File: src/logic/elink_pkg.sv
/*
 Shared types and constants for the reduced eLink host block.
 Holds the register map, the frame layout and the APB and transmit
 structs used by the RTL and the testbench.
*/
`default_nettype none

package elink_pkg;

   typedef logic [7:0]  apb_addr_t;                // APB byte address
   typedef logic [31:0] word_t;                    // Register and payload word
   typedef logic [7:0]  byte_t;                    // One link beat
   typedef logic [3:0]  clkdiv_t;                  // Beat is clkdiv+1 cycles
   typedef logic [3:0]  ctrl_mode_t;               // Header upper nibble
   typedef logic [11:0] coreid_t;                  // Mesh core id
   typedef logic [3:0]  mbox_count_t;              // 0 to 8 entries
   typedef logic [3:0]  beat_t;                    // Beat index 0 to 8

   localparam int         MBOX_DEPTH   = 8;
   localparam int         FRAME_BEATS  = 9;        // Header, 4 addr, 4 data
   localparam logic [3:0] WRITE_OPCODE = 4'h1;

   // Register map
   localparam apb_addr_t REG_CFG     = 8'h00;
   localparam apb_addr_t REG_COREID  = 8'h04;
   localparam apb_addr_t REG_TX_ADDR = 8'h08;
   localparam apb_addr_t REG_TX_DATA = 8'h0C;      // Write launches a frame
   localparam apb_addr_t REG_STATUS  = 8'h10;      // Read only
   localparam apb_addr_t REG_MBOX    = 8'h14;      // Write push, read pop

   typedef struct packed {
      logic      psel;
      logic      penable;
      logic      pwrite;
      apb_addr_t paddr;
      word_t     pwdata;
   } apb_req_t;

   typedef struct packed {
      word_t prdata;
      logic  pready;
      logic  pslverr;
   } apb_rsp_t;

   typedef struct packed {
      logic       tx_enable;
      clkdiv_t    clkdiv;
      ctrl_mode_t ctrl_mode;
      coreid_t    coreid;
   } cfg_t;

   typedef struct packed {
      word_t      addr;                            // Staged address
      word_t      data;                            // Word from the launching write
      ctrl_mode_t ctrl_mode;
      coreid_t    coreid;
   } tx_req_t;

   typedef enum logic [1:0] {
      TX_IDLE,
      TX_LOAD,
      TX_SEND
   } tx_state_t;

endpackage

`default_nettype wire

File: src/logic/elink_mailbox.sv
/*
 General purpose mailbox built as an 8 entry circular FIFO.
 The head word is always visible on rdata for a same-cycle pop.
 Callers guarantee no push when full and no pop when empty.
*/
`timescale 1ns/1ps
`default_nettype none

module elink_mailbox (
   input  wire                      clk,
   input  wire                      arst_n,
   input  wire                      push,
   input  wire                      pop,
   input  elink_pkg::word_t         wdata,
   output elink_pkg::word_t         rdata,
   output elink_pkg::mbox_count_t   count,
   output logic                     full,
   output logic                     not_empty
);

   localparam int PTR_W = $clog2(elink_pkg::MBOX_DEPTH);

   elink_pkg::word_t mem [elink_pkg::MBOX_DEPTH];   // Word storage
   logic [PTR_W-1:0] wr_ptr, rd_ptr;                // Wrap naturally at depth 8

   always_ff @(posedge clk) begin
      if (push) begin
         mem[wr_ptr] <= wdata;
      end
   end

   always_ff @(posedge clk or negedge arst_n) begin
      if (!arst_n) begin
         wr_ptr <= '0;
         rd_ptr <= '0;
         count  <= '0;
      end else begin
         if (push) begin
            wr_ptr <= wr_ptr + 1'b1;
         end
         if (pop) begin
            rd_ptr <= rd_ptr + 1'b1;
         end
         case ({push, pop})
            2'b10:   count <= count + 1'b1;
            2'b01:   count <= count - 1'b1;
            default: count <= count;                // Both or neither
         endcase
      end
   end

   assign rdata     = mem[rd_ptr];                  // Head of queue
   assign full      = (count == elink_pkg::mbox_count_t'(elink_pkg::MBOX_DEPTH));
   assign not_empty = (count != '0);

endmodule

`default_nettype wire

File: src/logic/elink_regs.sv
/*
 APB configuration slave. Holds the config and staging registers,
 decides the slave errors, steers the mailbox and fires the launch
 pulse for the transmitter. pready is tied high for zero wait states.
*/
`timescale 1ns/1ps
`default_nettype none

module elink_regs (
   input  wire                      clk,
   input  wire                      arst_n,
   input  elink_pkg::apb_req_t      apb,
   output elink_pkg::apb_rsp_t      apb_rsp,
   output elink_pkg::cfg_t          cfg,
   output elink_pkg::tx_req_t       req,
   output logic                     launch,
   output logic                     push,
   output logic                     pop,
   output elink_pkg::word_t         wdata,
   input  wire                      busy,
   input  elink_pkg::word_t         mbox_rdata,
   input  elink_pkg::mbox_count_t   mbox_count,
   input  wire                      mbox_full,
   input  wire                      mbox_not_empty
);

   logic             access, wr, rd;
   logic             addr_ok, slv_err, wr_ok;
   elink_pkg::word_t rd_word;
   elink_pkg::word_t tx_addr_q, tx_data_q;

   assign access = apb.psel & apb.penable;          // Access phase only
   assign wr     = access & apb.pwrite;
   assign rd     = access & ~apb.pwrite;

   always_comb begin
      rd_word = '0;
      addr_ok = 1'b1;
      case (apb.paddr)
         elink_pkg::REG_CFG:     rd_word = {20'd0, cfg.ctrl_mode, cfg.clkdiv, 3'd0, cfg.tx_enable};
         elink_pkg::REG_COREID:  rd_word = {20'd0, cfg.coreid};
         elink_pkg::REG_TX_ADDR: rd_word = tx_addr_q;
         elink_pkg::REG_TX_DATA: rd_word = tx_data_q;
         elink_pkg::REG_STATUS:  rd_word = {24'd0, mbox_count, 1'b0, mbox_full,
                                            mbox_not_empty, busy};
         elink_pkg::REG_MBOX:    rd_word = mbox_not_empty ? mbox_rdata : '0; // Empty pop reads 0
         default:                addr_ok = 1'b0;    // Unmapped or misaligned
      endcase
   end

   assign slv_err = !addr_ok
                 || (wr && apb.paddr == elink_pkg::REG_STATUS)
                 || (wr && apb.paddr == elink_pkg::REG_MBOX && mbox_full)
                 || (rd && apb.paddr == elink_pkg::REG_MBOX && !mbox_not_empty)
                 || (wr && apb.paddr == elink_pkg::REG_TX_DATA
                        && (busy || !cfg.tx_enable));           // Refused launch

   assign wr_ok  = wr & ~slv_err;                   // Erroring writes change nothing
   assign launch = wr_ok & (apb.paddr == elink_pkg::REG_TX_DATA);
   assign push   = wr_ok & (apb.paddr == elink_pkg::REG_MBOX);
   assign pop    = rd & ~slv_err & (apb.paddr == elink_pkg::REG_MBOX);
   assign wdata  = apb.pwdata;

   assign apb_rsp.prdata  = rd ? rd_word : '0;
   assign apb_rsp.pready  = 1'b1;
   assign apb_rsp.pslverr = access & slv_err;

   always_ff @(posedge clk or negedge arst_n) begin
      if (!arst_n) begin
         cfg       <= '0;
         tx_addr_q <= '0;
         tx_data_q <= '0;
      end else if (wr_ok) begin
         case (apb.paddr)
            elink_pkg::REG_CFG: begin
               cfg.tx_enable <= apb.pwdata[0];
               cfg.clkdiv    <= apb.pwdata[7:4];
               cfg.ctrl_mode <= apb.pwdata[11:8];
            end
            elink_pkg::REG_COREID:  cfg.coreid <= apb.pwdata[11:0];
            elink_pkg::REG_TX_ADDR: tx_addr_q  <= apb.pwdata;
            elink_pkg::REG_TX_DATA: tx_data_q  <= apb.pwdata;
            default: ;                              // Mailbox push handled by FIFO
         endcase
      end
   end

   // Snapshot for the shifter, stable from TX_LOAD on
   always_ff @(posedge clk or negedge arst_n) begin
      if (!arst_n) begin
         req <= '0;
      end else if (launch) begin
         req.addr      <= tx_addr_q;
         req.data      <= apb.pwdata;               // Same word as the launching write
         req.ctrl_mode <= cfg.ctrl_mode;
         req.coreid    <= cfg.coreid;
      end
   end

endmodule

`default_nettype wire

File: src/logic/elink_top.sv
/*
 Top of the reduced eLink host block. Ties the APB register slave,
 the mailbox and the three transmit blocks together. tx_lclk is the
 beat strobe, seen only while a frame is being sent.
*/
`timescale 1ns/1ps
`default_nettype none

module elink_top (
   input  wire                  clk,
   input  wire                  arst_n,
   input  elink_pkg::apb_req_t  apb,
   output elink_pkg::apb_rsp_t  apb_rsp,
   output elink_pkg::byte_t     tx_data,
   output logic                 tx_frame,
   output logic                 tx_lclk,
   input  wire                  tx_wr_wait,
   output logic                 embox_full,
   output logic                 embox_not_empty
);

   elink_pkg::cfg_t          cfg;
   elink_pkg::tx_req_t       req;
   elink_pkg::word_t         wdata, mbox_rdata;
   elink_pkg::mbox_count_t   mbox_count;
   logic                     launch, busy, push, pop;
   logic                     load, run, beat_end, last_beat;

   elink_regs u_regs (
      .clk, .arst_n, .apb, .apb_rsp, .cfg, .req, .launch, .push, .pop, .wdata, .busy,
      .mbox_rdata, .mbox_count, .mbox_full(embox_full), .mbox_not_empty(embox_not_empty));

   elink_mailbox u_mailbox (
      .clk, .arst_n, .push, .pop, .wdata, .rdata(mbox_rdata), .count(mbox_count),
      .full(embox_full), .not_empty(embox_not_empty));

   elink_tx_fsm u_tx_fsm (
      .clk, .arst_n, .launch, .beat_end, .last_beat, .load, .run, .tx_frame, .busy);

   elink_tx_beat_timer u_tx_beat_timer (
      .clk, .arst_n, .run, .tx_wr_wait, .clkdiv(cfg.clkdiv), .beat_end, .last_beat);

   elink_tx_shifter u_tx_shifter (
      .clk, .arst_n, .load, .shift(beat_end), .req, .tx_data);

   assign tx_lclk = beat_end & run;                 // Quiet outside a frame

endmodule

`default_nettype wire

File: src/logic/elink_tx_beat_timer.sv
/*
 Beat timer for the transmit link. Divides clk by clkdiv+1 to pace
 the beats and counts them, freezing while the far end asserts
 tx_wr_wait. Both counters sit at zero outside a frame.
*/
`timescale 1ns/1ps
`default_nettype none

module elink_tx_beat_timer (
   input  wire                 clk,
   input  wire                 arst_n,
   input  wire                 run,
   input  wire                 tx_wr_wait,
   input  elink_pkg::clkdiv_t  clkdiv,
   output logic                beat_end,
   output logic                last_beat
);

   elink_pkg::clkdiv_t div_cnt;                     // Cycle within beat
   elink_pkg::beat_t   beat_idx;                    // Beat within frame

   always_ff @(posedge clk or negedge arst_n) begin
      if (!arst_n) begin
         div_cnt  <= '0;
         beat_idx <= '0;
      end else if (!run) begin
         div_cnt  <= '0;                            // Ready for the next frame
         beat_idx <= '0;
      end else if (beat_end) begin
         div_cnt  <= '0;
         beat_idx <= beat_idx + 1'b1;
      end else if (!tx_wr_wait) begin
         div_cnt  <= div_cnt + 1'b1;                // Holds under back-pressure
      end
   end

   assign beat_end  = ~tx_wr_wait & (div_cnt == clkdiv);  // Final cycle of a beat
   assign last_beat = (beat_idx == elink_pkg::beat_t'(elink_pkg::FRAME_BEATS - 1));

endmodule

`default_nettype wire

File: src/logic/elink_tx_fsm.sv
/*
 Transmit sequencer. A launch pulse moves it through one load cycle
 into the send state, where it holds tx_frame until the beat timer
 reports the end of the ninth beat.
*/
`timescale 1ns/1ps
`default_nettype none

module elink_tx_fsm (
   input  wire  clk,
   input  wire  arst_n,
   input  wire  launch,
   input  wire  beat_end,
   input  wire  last_beat,
   output logic load,
   output logic run,
   output logic tx_frame,
   output logic busy
);

   elink_pkg::tx_state_t state, state_nxt;

   always_comb begin
      state_nxt = state;
      case (state)
         elink_pkg::TX_IDLE: if (launch) state_nxt = elink_pkg::TX_LOAD;
         elink_pkg::TX_LOAD: state_nxt = elink_pkg::TX_SEND;  // Single cycle
         elink_pkg::TX_SEND: if (beat_end && last_beat) state_nxt = elink_pkg::TX_IDLE;
         default:            state_nxt = elink_pkg::TX_IDLE;
      endcase
   end

   always_ff @(posedge clk or negedge arst_n) begin
      if (!arst_n) begin
         state <= elink_pkg::TX_IDLE;
      end else begin
         state <= state_nxt;
      end
   end

   assign load     = (state == elink_pkg::TX_LOAD);     // Shifter builds frame
   assign run      = (state == elink_pkg::TX_SEND);     // Timer counts
   assign tx_frame = (state == elink_pkg::TX_SEND);
   assign busy     = (state != elink_pkg::TX_IDLE);

endmodule

`default_nettype wire

File: src/logic/elink_tx_shifter.sv
/*
 Frame builder and byte serializer. On load it packs header, address
 and data into a 9 byte shift register, most significant byte first,
 and each shift moves the next byte onto tx_data.
*/
`timescale 1ns/1ps
`default_nettype none

module elink_tx_shifter (
   input  wire                 clk,
   input  wire                 arst_n,
   input  wire                 load,
   input  wire                 shift,
   input  elink_pkg::tx_req_t  req,
   output elink_pkg::byte_t    tx_data
);

   elink_pkg::byte_t [elink_pkg::FRAME_BEATS-1:0] frame;   // Top byte goes out first
   elink_pkg::word_t                              frame_addr;
   elink_pkg::byte_t                              header;

   // Low addresses are local, so the core id fills the top 12 bits
   assign frame_addr = (req.addr[31:20] == '0) ? {req.coreid, req.addr[19:0]}
                                               : req.addr;
   assign header     = {req.ctrl_mode, elink_pkg::WRITE_OPCODE};

   always_ff @(posedge clk or negedge arst_n) begin
      if (!arst_n) begin
         frame <= '0;
      end else if (load) begin
         frame <= {header, frame_addr, req.data};           // Load wins over shift
      end else if (shift) begin
         frame <= {frame[elink_pkg::FRAME_BEATS-2:0], 8'h00};
      end
   end

   assign tx_data = frame[elink_pkg::FRAME_BEATS-1];

endmodule

`default_nettype wire

File: config.mk
export PLATFORM = sky130hd
export DESIGN_NAME = elink_top
export DESIGN_NICKNAME = d
export VERILOG_FILES = /design/src/logic/elink_pkg.sv /design/src/logic/elink_mailbox.sv /design/src/logic/elink_regs.sv /design/src/logic/elink_top.sv /design/src/logic/elink_tx_beat_timer.sv /design/src/logic/elink_tx_fsm.sv /design/src/logic/elink_tx_shifter.sv
export SDC_FILE = /design/constraint.sdc
export NUM_CORES = 1
export LEC_CHECK = 0
export BUFFER_PORTS_ARGS = -buffer_cell sky130_fd_sc_hd__buf_2
export CAP_MARGIN = 10
export CORE_AREA = 2 2 240 242
export CTS_CLUSTER_DIAMETER = 50
export DETAILED_ROUTE_END_ITERATION = 10
export DIE_AREA = 0 0 242 244
export PLACE_DENSITY = 0.61
export RECOVER_POWER = 50
export SYNTH_ARGS = -nofsm -noshare
export SYNTH_HDL_FRONTEND = slang
export SYNTH_HIERARCHICAL = 1
export SYNTH_SLANG_ARGS = --single-unit
File: constraint.sdc
create_clock -name clk -period 5.1 [get_ports clk]
set_input_delay 0 -clock clk [delete_from_list [all_inputs] [get_ports clk]]
set_output_delay 0 -clock clk [all_outputs]
set_load 0.05 [all_outputs]
; Word level (Yosys, flattened, before mapping)
; Memory sizes are Yosys's and may differ from the RTL's.
; Cells that the tools add are included.
; Widths: inputs -> output; s select.
[op_classes]
n_addsub = 6
n_eq_ne = 16
muxes = 18
n_bitwise = 14
n_reduce_logical = 29
[op_table]
columns = cell, n
row1 = $pmux 32 s6, 1
row2 = $mux 72, 2
row3 = $mux 32, 3
row4 = $mux 4, 5
row5 = $eq 8x4->1 const B, 2
row6 = $eq 8x5->1 const B, 2
row7 = $add 4x1->4 const B, 3
row8 = $logic_not 12->1, 1
row9 = $and 1x1->1, 11
row10 = $reduce_and 2->1, 5
row11 = $eq 4x4->1 const B, 2
row12 = $eq 8x3->1 const B, 1
row13 = $logic_and 1x1->1, 8
row14 = $logic_not 8->1, 1
row15 = $pmux 4 s2, 1
row16 = $add 3x1->3 const B, 2
row17 = $pmux 2 s3, 1
row18 = $reduce_bool 2->1, 3
row19 = $reduce_or 6->1, 1
row20 = $logic_or 1x1->1, 5
row21 = $eq 2x1->1 const B, 2
row22 = $eq 2x2->1 const B, 2
row23 = $eq 4x4->1, 1
row24 = $mux 2, 2
row25 = 9 further kinds, 16
[word_totals]
ff_bits = 257
ram_bits = 256
in_bits = 46
out_inout_bits = 46
n_memories = 1
[mem_list]
columns = memory, words, word_bits, read_ports, rd_clocked_by_memory_dff, wr, line
row1 = u_mailbox.mem, 8, 32, 1, 0, 1, elink_mailbox.sv:23  ; elink_pkg::word_t mem [elink_pkg::MBOX_DEPTH];

; Logic depth before layout (Yosys ltp)
; Gate-level depths: netlist (run 1).
[depth]
ltp_word = 13
mapped_depth = 12
depth_no_buf = 11

; Modules after synthesis
; The synthesis (run 1) kept the hierarchy.
[modules_own_cells]
columns = mod, instances, cells_each, area_per_inst_um2, seq_area_each_um2
row1 = elink_mailbox, 1, 424, 10289.9, 7937.6
row2 = elink_regs, 1, 479, 6775.2, 3328.2
row3 = elink_tx_shifter, 1, 332, 3489.6, 1801.7
row4 = elink_tx_beat_timer, 1, 53, 515.5, 200.2
row5 = elink_tx_fsm, 1, 10, 95.1, 50.0
row6 = elink_top, 1, 1, 6.3, 0.0

; Worst setup path before layout (run 1)
; OpenSTA, ideal clock, no wires.
[synth_timing]
path_type = in2reg
from = input port apb[37] in the netlist's numbering
to = memory u_mailbox/mem[2][0] in the netlist's numbering, enable pin
setup_ns = 0.461
arrival_ns = 3.592
required_time_ns = 4.639
slack_ns = 1.047
stages = 6
n_path_buf = 1
path_cell_list = or4_1 -> buf_2 -> nor3b_4 -> and4b_1 -> nand2_1 -> nor3_1
[synth_between]
elab_chain_cells = 13
word_cells_on_any_way = 25
[synth_rtl]
columns = item, line
row1 = start: declaration, elink_top.sv:12  ; input elink_pkg::apb_req_t apb,
row2 = "$eq 8x4->1, or another cell as far along", elink_regs.sv:39  ; case (apb.paddr)
row3 = $reduce_or 6->1 (no line), -
row4 = $mux 1, elink_regs.sv:39
row5 = $logic_not 1->1, elink_regs.sv:51  ; assign slv_err = !addr_ok
row6 = $logic_or 1x1->1, elink_regs.sv:52  ; || (wr && apb.paddr == elink_pkg::REG_STATUS)
row7 = $logic_or 1x1->1, elink_regs.sv:53  ; || (wr && apb.paddr == elink_pkg::REG_MBOX && mbox_full)
row8 = $logic_or 1x1->1, elink_regs.sv:54  ; || (rd && apb.paddr == elink_pkg::REG_MBOX && !mbox_not_empty)
row9 = $logic_or 1x1->1, elink_regs.sv:55  ; || (wr && apb.paddr == elink_pkg::REG_TX_DATA
row10 = $not 1->1, elink_regs.sv:58  ; assign wr_ok = wr & ~slv_err;
row11 = $and 1x1->1, elink_regs.sv:58
row12 = $and 1x1->1 (*), elink_regs.sv:60  ; assign push = wr_ok & (apb.paddr == elink_pkg::REG_MBOX);
row13 = net push, elink_top.sv:26  ; logic launch, busy, push, pop;
row14 = $mux 1 (*), elink_mailbox.sv:27  ; if (push) begin
row15 = $mux 1 (not written as such) (*), elink_mailbox.sv:28  ; mem[wr_ptr] <= wdata;
row16 = end: declaration, elink_mailbox.sv:23
; Mark *: on every way through the listed nets, which the timed path passes. The rest lies on a longest branch.

==> summary.md, run 1 <==
| Metric | Value |
|---|---|
| Leading cell types by total area after synthesis | `sky130_fd_sc_hd__edfxtp_1 (36%), sky130_fd_sc_hd__dfrtp_1 (27%), sky130_fd_sc_hd__mux2_2 (7.0%), sky130_fd_sc_hd__mux2_4 (5.7%), sky130_fd_sc_hd__mux4_2 (4.6%)` |
| Number of routed nets with antenna violations | `1` |
| Number of nets in the finished design | `~1400` |
| Number of DRC violations after detailed-routing iteration 0 | `961` |
| Crit end category | `asynchronous set/reset pin` |
| Critical path peak fanout | `about 120` |
| Critical register-to-register path startpoint | `u_mailbox/count[2]$_DFFE_PN0P_` |
| Violated checks | `antenna rules, capacitance limit, slew limit` |
| Fraction of the yosys area taken by sequential cells | `62.9%` |
| Worst-path clk slew | `approximately 60 ps` |
| Worst flop-to-flop path endpoint | `u_mailbox/count[2]$_DFFE_PN0P_` |
| Worst setup skew after layout | `21.5 ps` |
| XOR/XNOR share of the synthesized area | `0.496%` |
| Post-synthesis compound-gate area fraction | `3.66%` |
| Boundary pin count | `92` |
| Max H-tree Level | `2` |
| # Post-CTS Setup Buffers | `0` |
| Required time of the critical path | `5610 ps` |
| Crit Path Class | `primary input to asynchronous set/reset pin` |
| Global-route wire length before repair | `72.1 mm` |
| Ys async rst share | `46.8%` |
| Mux cell area share after synthesis | `23.5%` |
| Worst-Skew Late Latency | `between 500 and 600 ps` |
| Final non-filler cell total | `2182` |
| Max_cap viols | `1` |
| Largest net degree at the start of global routing | `125` |
| Starting density of the core | `between 30% and 40%` |
| Dominant combinational cell family by area after synthesis | `multiplexers` |
| Netlist area before placement | `21200 um^2` |
| Height of the chip | `244 um` |
| Setup TNS | `0 ps` |
| Row count | `87` |
| Placer's final routability congestion estimate | `0.841` |
| Sum of routed wire length over all layers | `47.7 mm` |
| Die Wd | `242 um` |
| Arrival time of the worst setup path | `3980 ps` |
| Power density cells | `between 300 and 400 nW/um^2` |
| Post-synth EDFFs | `256` |
| Run status | `finished with violations` |
| Total placed cells including tap cells | `2048` |
| WHS Path Cells | `5` |
| Cell count after synthesis | `1299` |
| Buffer levels on the longest clock path | `3` |
| Clock Sinks | `481` |
| Average wire length per cell after detail routing | `21.9 um` |
| Worst Tran Pin Value | `3190 ps` |
| Fraction of final layout cells sized beyond drive strength 1 | `29.4%` |
| DRT Pass-1 Iters | `5` |
| Average instance area after synthesis | `around 16 um^2` |
| Cells on worst reg2reg path | `10` |
| Worst min path class | `primary input to flop` |
| Setup-failing EPs final | `0` |
| Number of max-slew violations in the final report | `around 130` |
| Number of storage elements in the synthesis netlist | `about 480` |
| Yosys cell types | `60` |
| Number of hold violations in the final report | `0` |
| CTS Root Cell | `sky130_fd_sc_hd__clkbuf_16` |
| Worst Hold End | `u_tx_fsm/state[0]$_DFFE_PN0P_` |
| Gates resized, CTS repair | `0` |
| Worst slew margin | `-113%` |
| Top cell type by total area after synthesis | `sky130_fd_sc_hd__edfxtp_1` |
| Syn_nets | `1353` |
| Placeable core area | `roughly 56000 um^2` |
| Ys Warns | `6` |
| Total Die Area | `approximately 60000 um^2` |
| Crit share post-route | `68.0%` |
| Maximum resistive drop on vdd | `0.253 mV` |
| CTS tree | `yes` |
| Layout area overhead | `13.6%` |
| Share of the synthesized area in the top cell type | `36.3%` |
| Final critical delay including setup and external delays | `roughly 3500 ps` |
| Adder-cell area share of the yosys netlist | `0.473%` |
| Number of antenna violations at the first check in global routing | `1` |
| Post-DP HPWL | `30.8 mm` |
| Crit path launch type | `primary input` |
| Most used standard cell by instance count after synthesis | `sky130_fd_sc_hd__edfxtp_1` |
| Setup repair after global routing missed its margin | `false` |
| Average vias per placed instance | `5.11` |
| Number of clock buffers inserted by TritonCTS | `50` |
| Vias in the first global route | `11458` |
| Overflow left after global routing | `0` |
| Hold Startpoint | `apb[32]` |
| Highest clock frequency the design can meet | `0.288 GHz` |
| Pleak | `9.58 nW` |
| Simple-gate portion of the synthesized area | `4.63%` |
| Total area of multi-input combinational cells | `6990 um^2` |
| Remaining DRCs | `0` |
| Predominant post-synthesis flop cell | `sky130_fd_sc_hd__edfxtp_1` |
| Combined global-route utilization of all metal layers | `16.1%` |
| Register cell area after layout | `13300 um^2` |
| Total via count in the routed design | `11146` |
| Number of inserted filler cells in the final layout | `5039` |
| Post-synth top cells | `sky130_fd_sc_hd__edfxtp_1 (256), sky130_fd_sc_hd__dfrtp_1 (225), sky130_fd_sc_hd__mux2_2 (131), sky130_fd_sc_hd__mux2_4 (80), sky130_fd_sc_hd__nand2_1 (71)` |
| Worst reg2reg setup slack | `2140 ps` |
| Count of input and output buffers | `90` |
[metrics by stage]
step	hold WS [ps]	cell area, um^2	utilization, %	setup slack [ps]	total power [mW]
floorplan	-296	21200	-	1050	4.28
global placement	165	22000	39.1	1880	4.37
finish	78.8	24100	42.8	1630	8.26
global route	73.8	24000	42.8	891	8.50
detailed placement	172	22000	39.1	1860	4.38
CTS	19.5	24100	42.9	1720	8.35
[per-layer routing]
metal / share of wire [%] / GRT usage [%] / wire, um
met5: 0 / 0 / 0
met4: 3.3 / 6.21 / 1590
met3: 4.4 / 2.46 / 2090
met2: 47 / 25.6 / 22400
met1: 45 / 22.3 / 21600
[cell usage in the layout (no fill, tap or decap), drive strengths merged, types with 25 or more instances in the layout]
cell type / synthesis / routed
edfxtp: 256 / 256
dfrtp: 225 / 225
mux2: 212 / 212
clkbuf: 23 / 110
o21ai: 78 / 78
nand2: 71 / 71
mux4: 68 / 68
mux2i: 66 / 66
buf: 92 / 65
nor2: 39 / 39
a22oi: 35 / 35
dlygate4sd3: 0 / 34
inv: 21 / 25
[kinds of logic after synthesis]
| family | after synthesis |
|---|---|
| AOI/OAI and AO/OA | 129 |
| xor gates and xnor gates | 12 |
| adders and majority gates | 8 |
| buffers and inverters | 136 |
| DFF | 481 |
| muxes | 346 |
| other | 1 |
| and+or+nand+nor | 186 |
[power breakdown]
group,total (mW),switching (mW),internal [mW],leakage [nW]
combinational,0.198,0.140,0.0574,3.27
sequential,4.11,0.00716,4.11,5.44
clock,3.95,1.53,2.42,0.876
total,8.26,1.68,6.58,9.58
[what timing repair did]
action                                 in CTS  in global routing
setup endpoints to repair                   0                  0
endpoints found under the hold margin     468                  0
hold buffers                               34                  0
[area by class of cell]
type	instances	area share [%]
clock inverters	27	1.74
inverters	21	0.328
flip-flops and latches	481	55.4
multi-input cells	682	29.1
well taps	756	3.93
repair buffers	142	3.75
diodes	6	0.0624
clock buffers	67	5.72
[flip-flops by register name (all words and copies together), names as in the netlist]
signal	flops
u_tx_shifter/tx_data	8
u_regs/tx_data_q	32
u_regs/tx_addr_q	32
u_tx_fsm/state	2
u_tx_beat_timer/div_cnt	4
u_mailbox/wr_ptr	3
u_regs/cfg	21
u_tx_beat_timer/beat_idx	4
u_tx_shifter/frame	64
u_mailbox/rd_ptr	3
u_mailbox/count	4
u_mailbox/mem	256
u_regs/req	48
[worst max-delay path: stages]
cell                            delay, ps
sky130_fd_sc_hd__dlygate4sd3_1        520
sky130_fd_sc_hd__clkbuf_2            2120
sky130_fd_sc_hd__clkbuf_2            1190
[worst max-delay path by stage]
stage,end,startpoint,slack (ps)
after global placement,u_mailbox/mem[1][24]$_DFFE_PP_,apb[37],1880
after detailed placement,u_mailbox/mem[1][23]$_DFFE_PP_,apb[37],1860
after global routing,u_tx_shifter/frame[5]$_DFFE_PN0P_,arst_n,890
after CTS,apb_rsp[2],u_mailbox/rd_ptr[1]$_DFFE_PN0P_,1720
final,u_tx_shifter/frame[5]$_DFFE_PN0P_,arst_n,1630
after floorplan,u_mailbox/mem[2][0]$_DFFE_PP_,apb[37],1050
No activity file was read; power rests on OpenSTA's default activity.
==> inputs of run 2 (changes only) <==
Settings changed: ABC_AREA set to 1, CORE_AREA 2 2 240 242 to 2 2 246 248, DIE_AREA 0 0 242 244 to 0 0 248 250.
Clock period 5.1 ns to 3.3 ns, I/O delays scaled along.
==> run 2 against run 1 <==
The flow finishes with violations (capacitance limit, slew limit). Flip-flop and latch count is the same. First-iteration DRC count grew 77%. Worst hold slack lost 13 ps. Via count grew 49%. Largest cell class unchanged. Core utilization shrank 0.12 points. Global-route usage grew 3.2 points. Design area grew 5.8%. Clock power grew 48%. Sequential share of layout area shrank 3.0 points. Combinational power grew to 2.6 times the previous value. Clock skew grew 2.3 ps.
==> summary.md, run 2 <==
| Metric | Value |
|---|---|
| Syn_nets | `2422 (+79%)` |
| Largest reg by FF count | `u_mailbox/mem` |
| Worst min path class | `primary input to flop` |
| Post-synth top cells | `sky130_fd_sc_hd__nand2_1 (556), sky130_fd_sc_hd__inv_1 (370), sky130_fd_sc_hd__edfxtp_1 (256), sky130_fd_sc_hd__dfrtp_1 (225), sky130_fd_sc_hd__nor2_1 (197)` |
| Most common cell after layout, fill and taps aside | `sky130_fd_sc_hd__nand2_1` |
| Total via count in the routed design | `16642 (+49%)` |
| Largest registers | `u_mailbox/mem (256), u_tx_shifter/frame (64), u_regs/req (48)` |
| CTS tree | `yes` |
| Setup TNS | `0 ps (unchanged)` |
| Final total power | `12.8 mW (+55%)` |
| Vias in the first global route | `16197 (+41%)` |
| Total placed cells including tap cells | `3112 (+52%)` |
| Height of the chip | `250 um (+2.5%)` |
| Number of clock buffers inserted by TritonCTS | `52 (+4.0%)` |
| Highest clock frequency the design can meet | `0.321 GHz` |
| Worst reg2reg setup slack | `330 ps (-1810 ps)` |
| Number of nets in the finished design | `2482 (+73%)` |
| Number of antenna violations at the first check in global routing | `0 (-1)` |
| Critical path peak fanout | `6 (-95%)` |
| Global-route wire length before repair | `93.3 mm (+29%)` |
| Combined global-route utilization of all metal layers | `19.3% (+3.2 points)` |
| Number of storage elements in the synthesis netlist | `481 (unchanged)` |
| Cell count after synthesis | `2368 (+82%)` |
| Number of routed nets with antenna violations | `0 (-1)` |
| Cell at the slowest stage of the critical path | `sky130_fd_sc_hd__dlygate4sd3_1` |
| Worst slew margin | `-89.1% (+24 points)` |
| Average instance area after synthesis | `9.44 um^2 (-42%)` |
| Timing startpoint of the critical path | `apb[38]` |
| Post-synth EDFFs | `256 (unchanged)` |
| Diodes inserted | `0 (-6)` |
| Layout area overhead | `13.8%` |
| Boundary pin count | `92 (unchanged)` |
| Ys Warns | `6 (unchanged)` |
| Average vias per placed instance | `5.11 (+0.12%)` |
| Most numerous cell on the critical path | `sky130_fd_sc_hd__dlygate4sd3_1` |
| Worst-path clk slew | `60 ps (about the same)` |
| Yosys cell types | `45 (-25%)` |
| Largest net degree at the start of global routing | `131 (+4.8%)` |
| Ys async rst share | `46.8% (unchanged)` |
| Setup-failing EPs final | `0 (unchanged)` |
| Max H-tree Level | `2 (unchanged)` |
| Total Die Area | `62000 um^2 (+5.0%)` |
| Netlist area before placement | `22400 um^2 (+5.6%)` |
| Final critical delay including setup and external delays | `3110 ps` |
| Utilization after layout | `42.7% (-0.12 points)` |
| Share of the synthesized area in the top cell type | `34.4% (-1.9 points)` |
| Worst Hold Margin | `65.7 ps (-13.0 ps)` |
| Row count | `90 (+3.4%)` |
| Number of flip-flops in the largest register | `256 (unchanged)` |
| Worst setup skew after layout | `23.8 ps (+2.26 ps)` |
| Clock Sinks | `481 (unchanged)` |
| Most frequent cells in the layout | `sky130_fd_sc_hd__nand2_1 (556), sky130_fd_sc_hd__inv_1 (370), sky130_fd_sc_hd__edfxtp_1 (256), sky130_fd_sc_hd__dfrtp_1 (223), sky130_fd_sc_hd__nor2_1 (187)` |
| Fraction of the yosys area taken by sequential cells | `59.6% (-3.3 points)` |
| Maximum resistive drop on vdd | `0.379 mV (+50%)` |
| Remaining DRCs | `0 (unchanged)` |
| Crit path launch type | `primary input` |
| Power density cells | `502 nW/um^2 (+46%)` |
| Destination of the critical timing path | `u_mailbox/count[2]$_DFFE_PN0P_` |
| Fraction of final layout cells sized beyond drive strength 1 | `10.6% (-19 points)` |
| Number of DRC violations after detailed-routing iteration 0 | `1700 (+77%)` |
| Die Wd | `248 um (+2.5%)` |
| Starting density of the core | `37.5% (-0.16 points)` |
| Most used standard cell by instance count after synthesis | `sky130_fd_sc_hd__nand2_1` |
| Cell class contributing the biggest share of worst-path delay | `buffers and inverters` |
| Number of buffers and inverters on the critical path | `6 (+3)` |
| Average wire length per cell after detail routing | `18.3 um (-16%)` |
| Predominant post-synthesis flop cell | `sky130_fd_sc_hd__edfxtp_1` |
| Post-DP HPWL | `38.8 mm (+26%)` |
| Count of input and output buffers | `90 (unchanged)` |
| Cells along the critical path | `dlygate4sd3_1, buf_2, nor2_2, dlygate4sd3_1, nand3_2, nand3_4, nand2_4, nor4_1, dlygate4sd3_1, buf_4, ha_2, nand2_1, inv_1, nor2_1, ha_1, a21oi_1, xor2_1, o21ai_1` |
| Placer's final routability congestion estimate | `0.924 (+9.9%)` |
| Run status | `finished with violations` |
| Critical register-to-register path startpoint | `u_mailbox/count[1]$_DFFE_PN0P_` |
| Critical path depth in cells | `18 (+15)` |
| Setup repair after global routing missed its margin | `false` |
| Top cell type by total area after synthesis | `sky130_fd_sc_hd__edfxtp_1` |
| Worst Tran Pin Value | `2840 ps (-358 ps)` |
| Required time of the critical path | `3770 ps (-1840 ps)` |
| Buffer levels on the longest clock path | `3 (unchanged)` |
| Number of hold violations in the final report | `0 (unchanged)` |
| Number of max-slew violations in the final report | `107 (-14%)` |
| Biggest cell delay along the critical path | `600 ps (-1520 ps)` |
| Pleak | `11.0 nW (+14%)` |
| Crit Path Class | `primary input to flop` |
| Crit end category | `flop` |
| Final non-filler cell total | `3254 (+49%)` |
| Cells on worst reg2reg path | `16 (+6)` |
| DRT Pass-1 Iters | `6 (+1)` |
| Placeable core area | `59600 um^2 (+6.1%)` |
| Overflow left after global routing | `0 (unchanged)` |
| Worst-Skew Late Latency | `610 ps (+20 ps)` |
| Sum of routed wire length over all layers | `59.5 mm (+25%)` |
| Arrival time of the worst setup path | `3580 ps (-400 ps)` |
| CTS Root Cell | `sky130_fd_sc_hd__clkbuf_16` |
| Crit share post-route | `roughly 94%` |
| Max_cap viols | `1 (unchanged)` |
| Leading cell types by total area after synthesis | `sky130_fd_sc_hd__edfxtp_1 (34%), sky130_fd_sc_hd__dfrtp_1 (25%), sky130_fd_sc_hd__nand2_1 (9.3%), sky130_fd_sc_hd__inv_1 (6.2%), sky130_fd_sc_hd__nor2_1 (3.3%)` |
| Violated checks | `capacitance limit, slew limit` |
| Worst flop-to-flop path endpoint | `u_mailbox/count[2]$_DFFE_PN0P_` |
[run 2: cell types whose count changed in the layout (fill, tap and decap cells not counted), sizes merged, moves of 44 or more]
cell,delta
inv,+360
nand3,+77
o221ai,+44
nand2,+496
mux2i,-66
nor2,+170
nand4,+91
mux4,-68
o22ai,+90
mux2,-212
o21ai,+92
[run 2: worst min-delay path by stage]
stage | startpoint | cells after the start | end | slack, ps
2_1_floorplan | arst_n | 0 | u_mailbox/count[0]$_DFFE_PN0P_ | -300
3_3_place_gp | arst_n | 1 | u_tx_shifter/tx_data[2]$_DFFE_PN0P_ | 140
3_5_place_dp | arst_n | 1 | u_regs/req[73]$_DFFE_PN0P_ | 130
4_1_cts | apb[39] | 8 | u_tx_fsm/state[0]$_DFFE_PN0P_ | 7
5_1_grt | apb[42] | 7 | u_tx_fsm/state[0]$_DFFE_PN0P_ | 100
6_report | apb[39] | 8 | u_tx_fsm/state[0]$_DFFE_PN0P_ | 70
[run 2: final cells by class]
class	count	area [um^2]
fillers	5590	34100
flip-flops and latches	481	13300
multi-input cells	1330	6610
inverters	386	1450
clock buffers	65	1420
repair buffers	177	1330
well taps	782	978
clock inverters	33	319
[run 2: worst reg2reg max path: stages (launching register included)]
cell and delay (ps):
sky130_fd_sc_hd__dfrtp_1 460, sky130_fd_sc_hd__nor2_1 80, sky130_fd_sc_hd__nand3_1 110, sky130_fd_sc_hd__inv_1 90
sky130_fd_sc_hd__nand4_1 170, sky130_fd_sc_hd__nand2_4 90, sky130_fd_sc_hd__nor4_1 170, sky130_fd_sc_hd__dlygate4sd3_1 600
sky130_fd_sc_hd__buf_4 160, sky130_fd_sc_hd__ha_2 210, sky130_fd_sc_hd__nand2_1 50, sky130_fd_sc_hd__inv_1 60
sky130_fd_sc_hd__nor2_1 50, sky130_fd_sc_hd__ha_1 170, sky130_fd_sc_hd__a21oi_1 140, sky130_fd_sc_hd__xor2_1 160
sky130_fd_sc_hd__o21ai_1 70
[run 2: routing by layer]
metal	GRT usage, %	wire [um]	vias to the layer above
met1	26.8	25600	8051
met2	30.5	27900	593
met4	8.14	2480	0
met3	2.42	3600	130
li1	-	-	7868
met5	0	0	-
[run 2: repair_timing]
| action | 4_1_cts | 5_1_grt |
|---|---|---|
| hold buffers | 43 | 0 |
| setup buffers | 0 | 1 |
| endpoints found under the setup margin | 0 | 184 |
| resized for setup | 0 | 8 |
| hold endpoints to repair | 459 | 0 |
[run 2: through the flow]
step                      worst slack [ps]  cell area (um^2)
after floorplan                       -535             22400
after global placement                 384             23300
after detailed placement               285             23300
after CTS                             45.0             25500
after global routing                  8.32             25400
final                                  188             25400
[run 2: cell families (layout without fill, tap and decap cells)]
kind of cell / count (synthesis) / after routing / synth area share [%]
xor+xnor: 9 / 9 / 0.353
flops: 481 / 481 / 59.6
buf+inv: 557 / 661 / 11.2
other cells: 1 / 1 / 0.0168
compound gates: 349 / 349 / 9.97
simple gates: 963 / 963 / 18.4
fa+ha+maj: 8 / 8 / 0.448
[run 2: power by group]
group	internal, mW	leakage (nW)	switching, mW	total (mW)
sequential	6.38	4.99	0.0422	6.42
combinational	0.124	5.13	0.390	0.515
clock	3.39	0.831	2.46	5.85
==> inputs of run 3 (changes only) <==
Settings changed: RECOVER_POWER 50 to 100.
==> run 3 against run 2 <==
The run still ends with capacitance limit, slew limit left. Highest routed layer unchanged. Die area stayed put. Critical endpoint unchanged. Clock skew is 2.3 ps higher. Register-to-register slack hardly changed. Final cell count stayed put. Total power hardly changed.
==> summary.md, run 3 (same netlist as run 2, synthesis figures left out) <==
| Metric | Value |
|---|---|
| Number of antenna violations at the first check in global routing | `0 (unchanged)` |
| Run status | `finished with violations` |
| Diodes inserted | `0 (unchanged)` |
| Cell area after placement | `23300 um^2 (unchanged)` |
| Worst Hold End | `u_tx_fsm/state[0]$_DFFE_PN0P_` |
| Critical path peak fanout | `6 (unchanged)` |
| Height of the chip | `250 um (unchanged)` |
| Number of inserted filler cells in the final layout | `5639 (+0.88%)` |
| Final non-filler cell total | `3254 (unchanged)` |
| Setup slack at placement | `285 ps (unchanged)` |
| Crit share post-route | `94.8% (+0.46 points)` |
| CTS Root Cell | `sky130_fd_sc_hd__clkbuf_16` |
| Biggest cell delay along the critical path | `600 ps (about the same)` |
| Most frequent cells in the layout | `sky130_fd_sc_hd__nand2_1 (556), sky130_fd_sc_hd__inv_1 (374), sky130_fd_sc_hd__edfxtp_1 (256), sky130_fd_sc_hd__dfrtp_1 (223), sky130_fd_sc_hd__nor2_1 (188)` |
| Overflow left after global routing | `0 (unchanged)` |
| Average wire length per cell after detail routing | `18.3 um (+0.14%)` |
| Placeable core area | `59600 um^2 (unchanged)` |
| Cells on worst reg2reg path | `11 (-5)` |
| Fraction of final layout cells sized beyond drive strength 1 | `9.02% (-1.5 points)` |
| Violated checks | `capacitance limit, slew limit` |
| Number of routed nets with antenna violations | `0 (unchanged)` |
| Cells along the critical path | `dlygate4sd3_1, clkbuf_1, nor2_2, dlygate4sd3_1, nand3_2, nand3_4, nand2_4, nor4_1, dlygate4sd3_1, buf_4, ha_2, nand2_1, inv_1, nor2_1, ha_1, a21oi_1, xor2_1, o21ai_1` |
| CTS tree | `yes` |
| Layout area overhead | `12.8%` |
| Worst reg2reg setup slack | `320 ps (about the same)` |
| Cell at the slowest stage of the critical path | `sky130_fd_sc_hd__dlygate4sd3_1` |
| DRT Pass-1 Iters | `6 (unchanged)` |
| Clock Sinks | `481 (unchanged)` |
| Sum of routed wire length over all layers | `59.6 mm (+0.14%)` |
| Worst-path clk slew | `60 ps (about the same)` |
| Crit end category | `flop` |
| Number of clock buffers inserted by TritonCTS | `52 (unchanged)` |
| Total via count in the routed design | `16620 (-0.13%)` |
| Number of DRC violations after detailed-routing iteration 0 | `1651 (-2.9%)` |
| Total placed cells including tap cells | `3112 (unchanged)` |
| Required time of the critical path | `3770 ps (about the same)` |
| Number of nets in the finished design | `2482 (unchanged)` |
| Vias in the first global route | `16197 (unchanged)` |
| Largest net degree at the start of global routing | `131 (unchanged)` |
| Maximum resistive drop on vdd | `0.380 mV (+0.24%)` |
| Utilization after layout | `42.3% (-0.36 points)` |
| Setup-failing EPs final | `0 (unchanged)` |
| Crit path launch type | `primary input` |
| PnR worst setup slack | `173 ps (-15.3 ps)` |
| Largest reg by FF count | `u_mailbox/mem` |
| Average vias per placed instance | `5.11 (-0.13%)` |
| Crit Path Class | `primary input to flop` |
| Worst Tran Pin Value | `2850 ps (+15.1 ps)` |
| Arrival time of the worst setup path | `3600 ps (+20 ps)` |
| Final total power | `12.8 mW (about the same)` |
| Highest clock frequency the design can meet | `0.320 GHz (-0.49%)` |
| Most numerous cell on the critical path | `sky130_fd_sc_hd__dlygate4sd3_1` |
| Worst slew margin | `-90.1% (-1.0 points)` |
| Largest registers | `u_mailbox/mem (256), u_tx_shifter/frame (64), u_regs/req (48)` |
| Hold Startpoint | `apb[42]` |
| Setup repair after global routing missed its margin | `false` |
| Cell class contributing the biggest share of worst-path delay | `buffers and inverters` |
| Number of hold violations in the final report | `0 (unchanged)` |
| Remaining DRCs | `0 (unchanged)` |
| Critical register-to-register path startpoint | `u_mailbox/count[3]$_DFFE_PN0P_` |
| Boundary pin count | `92 (unchanged)` |
| Pleak | `10.8 nW (-1.0%)` |
| Buffer levels on the longest clock path | `3 (unchanged)` |
| Final critical delay including setup and external delays | `3130 ps (+15.3 ps)` |
| Worst-Skew Late Latency | `610 ps (about the same)` |
| Number of buffers and inverters on the critical path | `6 (unchanged)` |
| Die Wd | `248 um (unchanged)` |
| Worst setup skew after layout | `26.1 ps (+2.26 ps)` |
| WHS Path Cells | `7 (-1)` |
| Placer's final routability congestion estimate | `0.924 (unchanged)` |
| Worst min path class | `primary input to flop` |
| Power density cells | `507 nW/um^2 (+0.86%)` |
| Number of flip-flops in the largest register | `256 (unchanged)` |
| Combined global-route utilization of all metal layers | `19.3% (unchanged)` |
| Post-DP HPWL | `38.8 mm (unchanged)` |
| Starting density of the core | `37.5% (unchanged)` |
| Total Die Area | `62000 um^2 (unchanged)` |
| Global-route wire length before repair | `93.3 mm (unchanged)` |
| Number of max-slew violations in the final report | `107 (unchanged)` |
| Count of input and output buffers | `90 (unchanged)` |
| Worst flop-to-flop path endpoint | `u_mailbox/mem[6][28]$_DFFE_PP_` |
| Max H-tree Level | `2 (unchanged)` |
| Max_cap viols | `1 (unchanged)` |
| Design area | `25200 um^2 (-0.85%)` |
| Most common cell after layout, fill and taps aside | `sky130_fd_sc_hd__nand2_1` |
| Row count | `90 (unchanged)` |
==> run 3: cell count changes in the layout (fill, tap and decap cells not counted), moves of 4 or more <==
cell | previous run | this run
sky130_fd_sc_hd__clkbuf_4 | 0 | 5
sky130_fd_sc_hd__o221ai_2 | 20 | 0
sky130_fd_sc_hd__inv_2 | 12 | 8
sky130_fd_sc_hd__inv_1 | 370 | 374
sky130_fd_sc_hd__buf_2 | 47 | 21
sky130_fd_sc_hd__o21ai_0 | 104 | 109
sky130_fd_sc_hd__clkbuf_1 | 48 | 60
sky130_fd_sc_hd__clkbuf_2 | 1 | 19
sky130_fd_sc_hd__o221ai_1 | 25 | 45
sky130_fd_sc_hd__buf_12 | 13 | 9
sky130_fd_sc_hd__o21ai_1 | 57 | 52
sky130_fd_sc_hd__buf_4 | 29 | 23
==> run 3: worst max-delay path by stage <==
stage / cells after the start / slack, ps / endpoint / start
floorplan: 10 / -540 / u_mailbox/mem[5][0]$_DFFE_PP_ / u_mailbox/count[1]$_DFFE_PN0P_
global placement: 12 / 380 / u_mailbox/mem[0][19]$_DFFE_PP_ / u_mailbox/count[2]$_DFFE_PN0P_
detailed placement: 12 / 290 / u_mailbox/mem[0][21]$_DFFE_PP_ / u_mailbox/count[1]$_DFFE_PN0P_
CTS: 14 / 50 / u_mailbox/mem[0][28]$_DFFE_PP_ / apb[38]
global route: 11 / 20 / apb_rsp[11] / u_mailbox/rd_ptr[0]$_DFFE_PN0P_
finish: 18 / 170 / u_mailbox/count[2]$_DFFE_PN0P_ / apb[38]
==> run 3: routing by layer <==
metal	up-vias	GRT usage (%)	wire length, um	part of all wire (%)
met5	-	0	0	0
met4	0	8.14	2520	4.2
met3	136	2.42	3240	5.4
met2	565	30.5	27900	47
met1	8062	26.8	26000	44
li1	7857	-	-	-
==> run 3: through the flow <==
stage | setup TNS, ps | hold slack (ps)
CTS | 0 | 7.43
finish | 0 | 61.3
global placement | 0 | 140
global route | 0 | 97.1
floorplan | -96080 | -296
detailed placement | 0 | 128
==> run 3: tightest hold or removal path, cell delays in order <==
cell                      delay [ps]
sky130_fd_sc_hd__buf_2           100
sky130_fd_sc_hd__nand3_1         240
sky130_fd_sc_hd__nor3_4           80
sky130_fd_sc_hd__inv_1            60
sky130_fd_sc_hd__nor2_1           40
sky130_fd_sc_hd__inv_1            60
sky130_fd_sc_hd__nor2_2           40
==> run 3: final cells by class <==
type                       instances  area [um^2]  share of cell area (%)
tap                              782          978                    3.88
multi-input combinational       1330         6470                    25.6
timing repair buffer             177         1260                    5.00
clock buffer                      65         1420                    5.63
sequential                       481        13300                    52.8
inverter                         386         1450                    5.76
clock inverter                    33          319                    1.27
==> run 3: report_power, final <==
part           internal (mW)  leakage (nW)  switching (mW)
Clock                   3.39         0.831            2.47
Combinational          0.120          5.02           0.385
Sequential              6.38          4.99          0.0418
Total                   9.88          10.8            2.90
==> run 3: repair_timing <==
| item | 4_1_cts | 5_1_grt |
|---|---|---|
| hold buffers | 43 | 0 |
| buffers inserted | 0 | 1 |
| hold endpoints to repair | 459 | 0 |
| endpoints found under the setup margin | 0 | 184 |
| resized for setup | 0 | 8 |
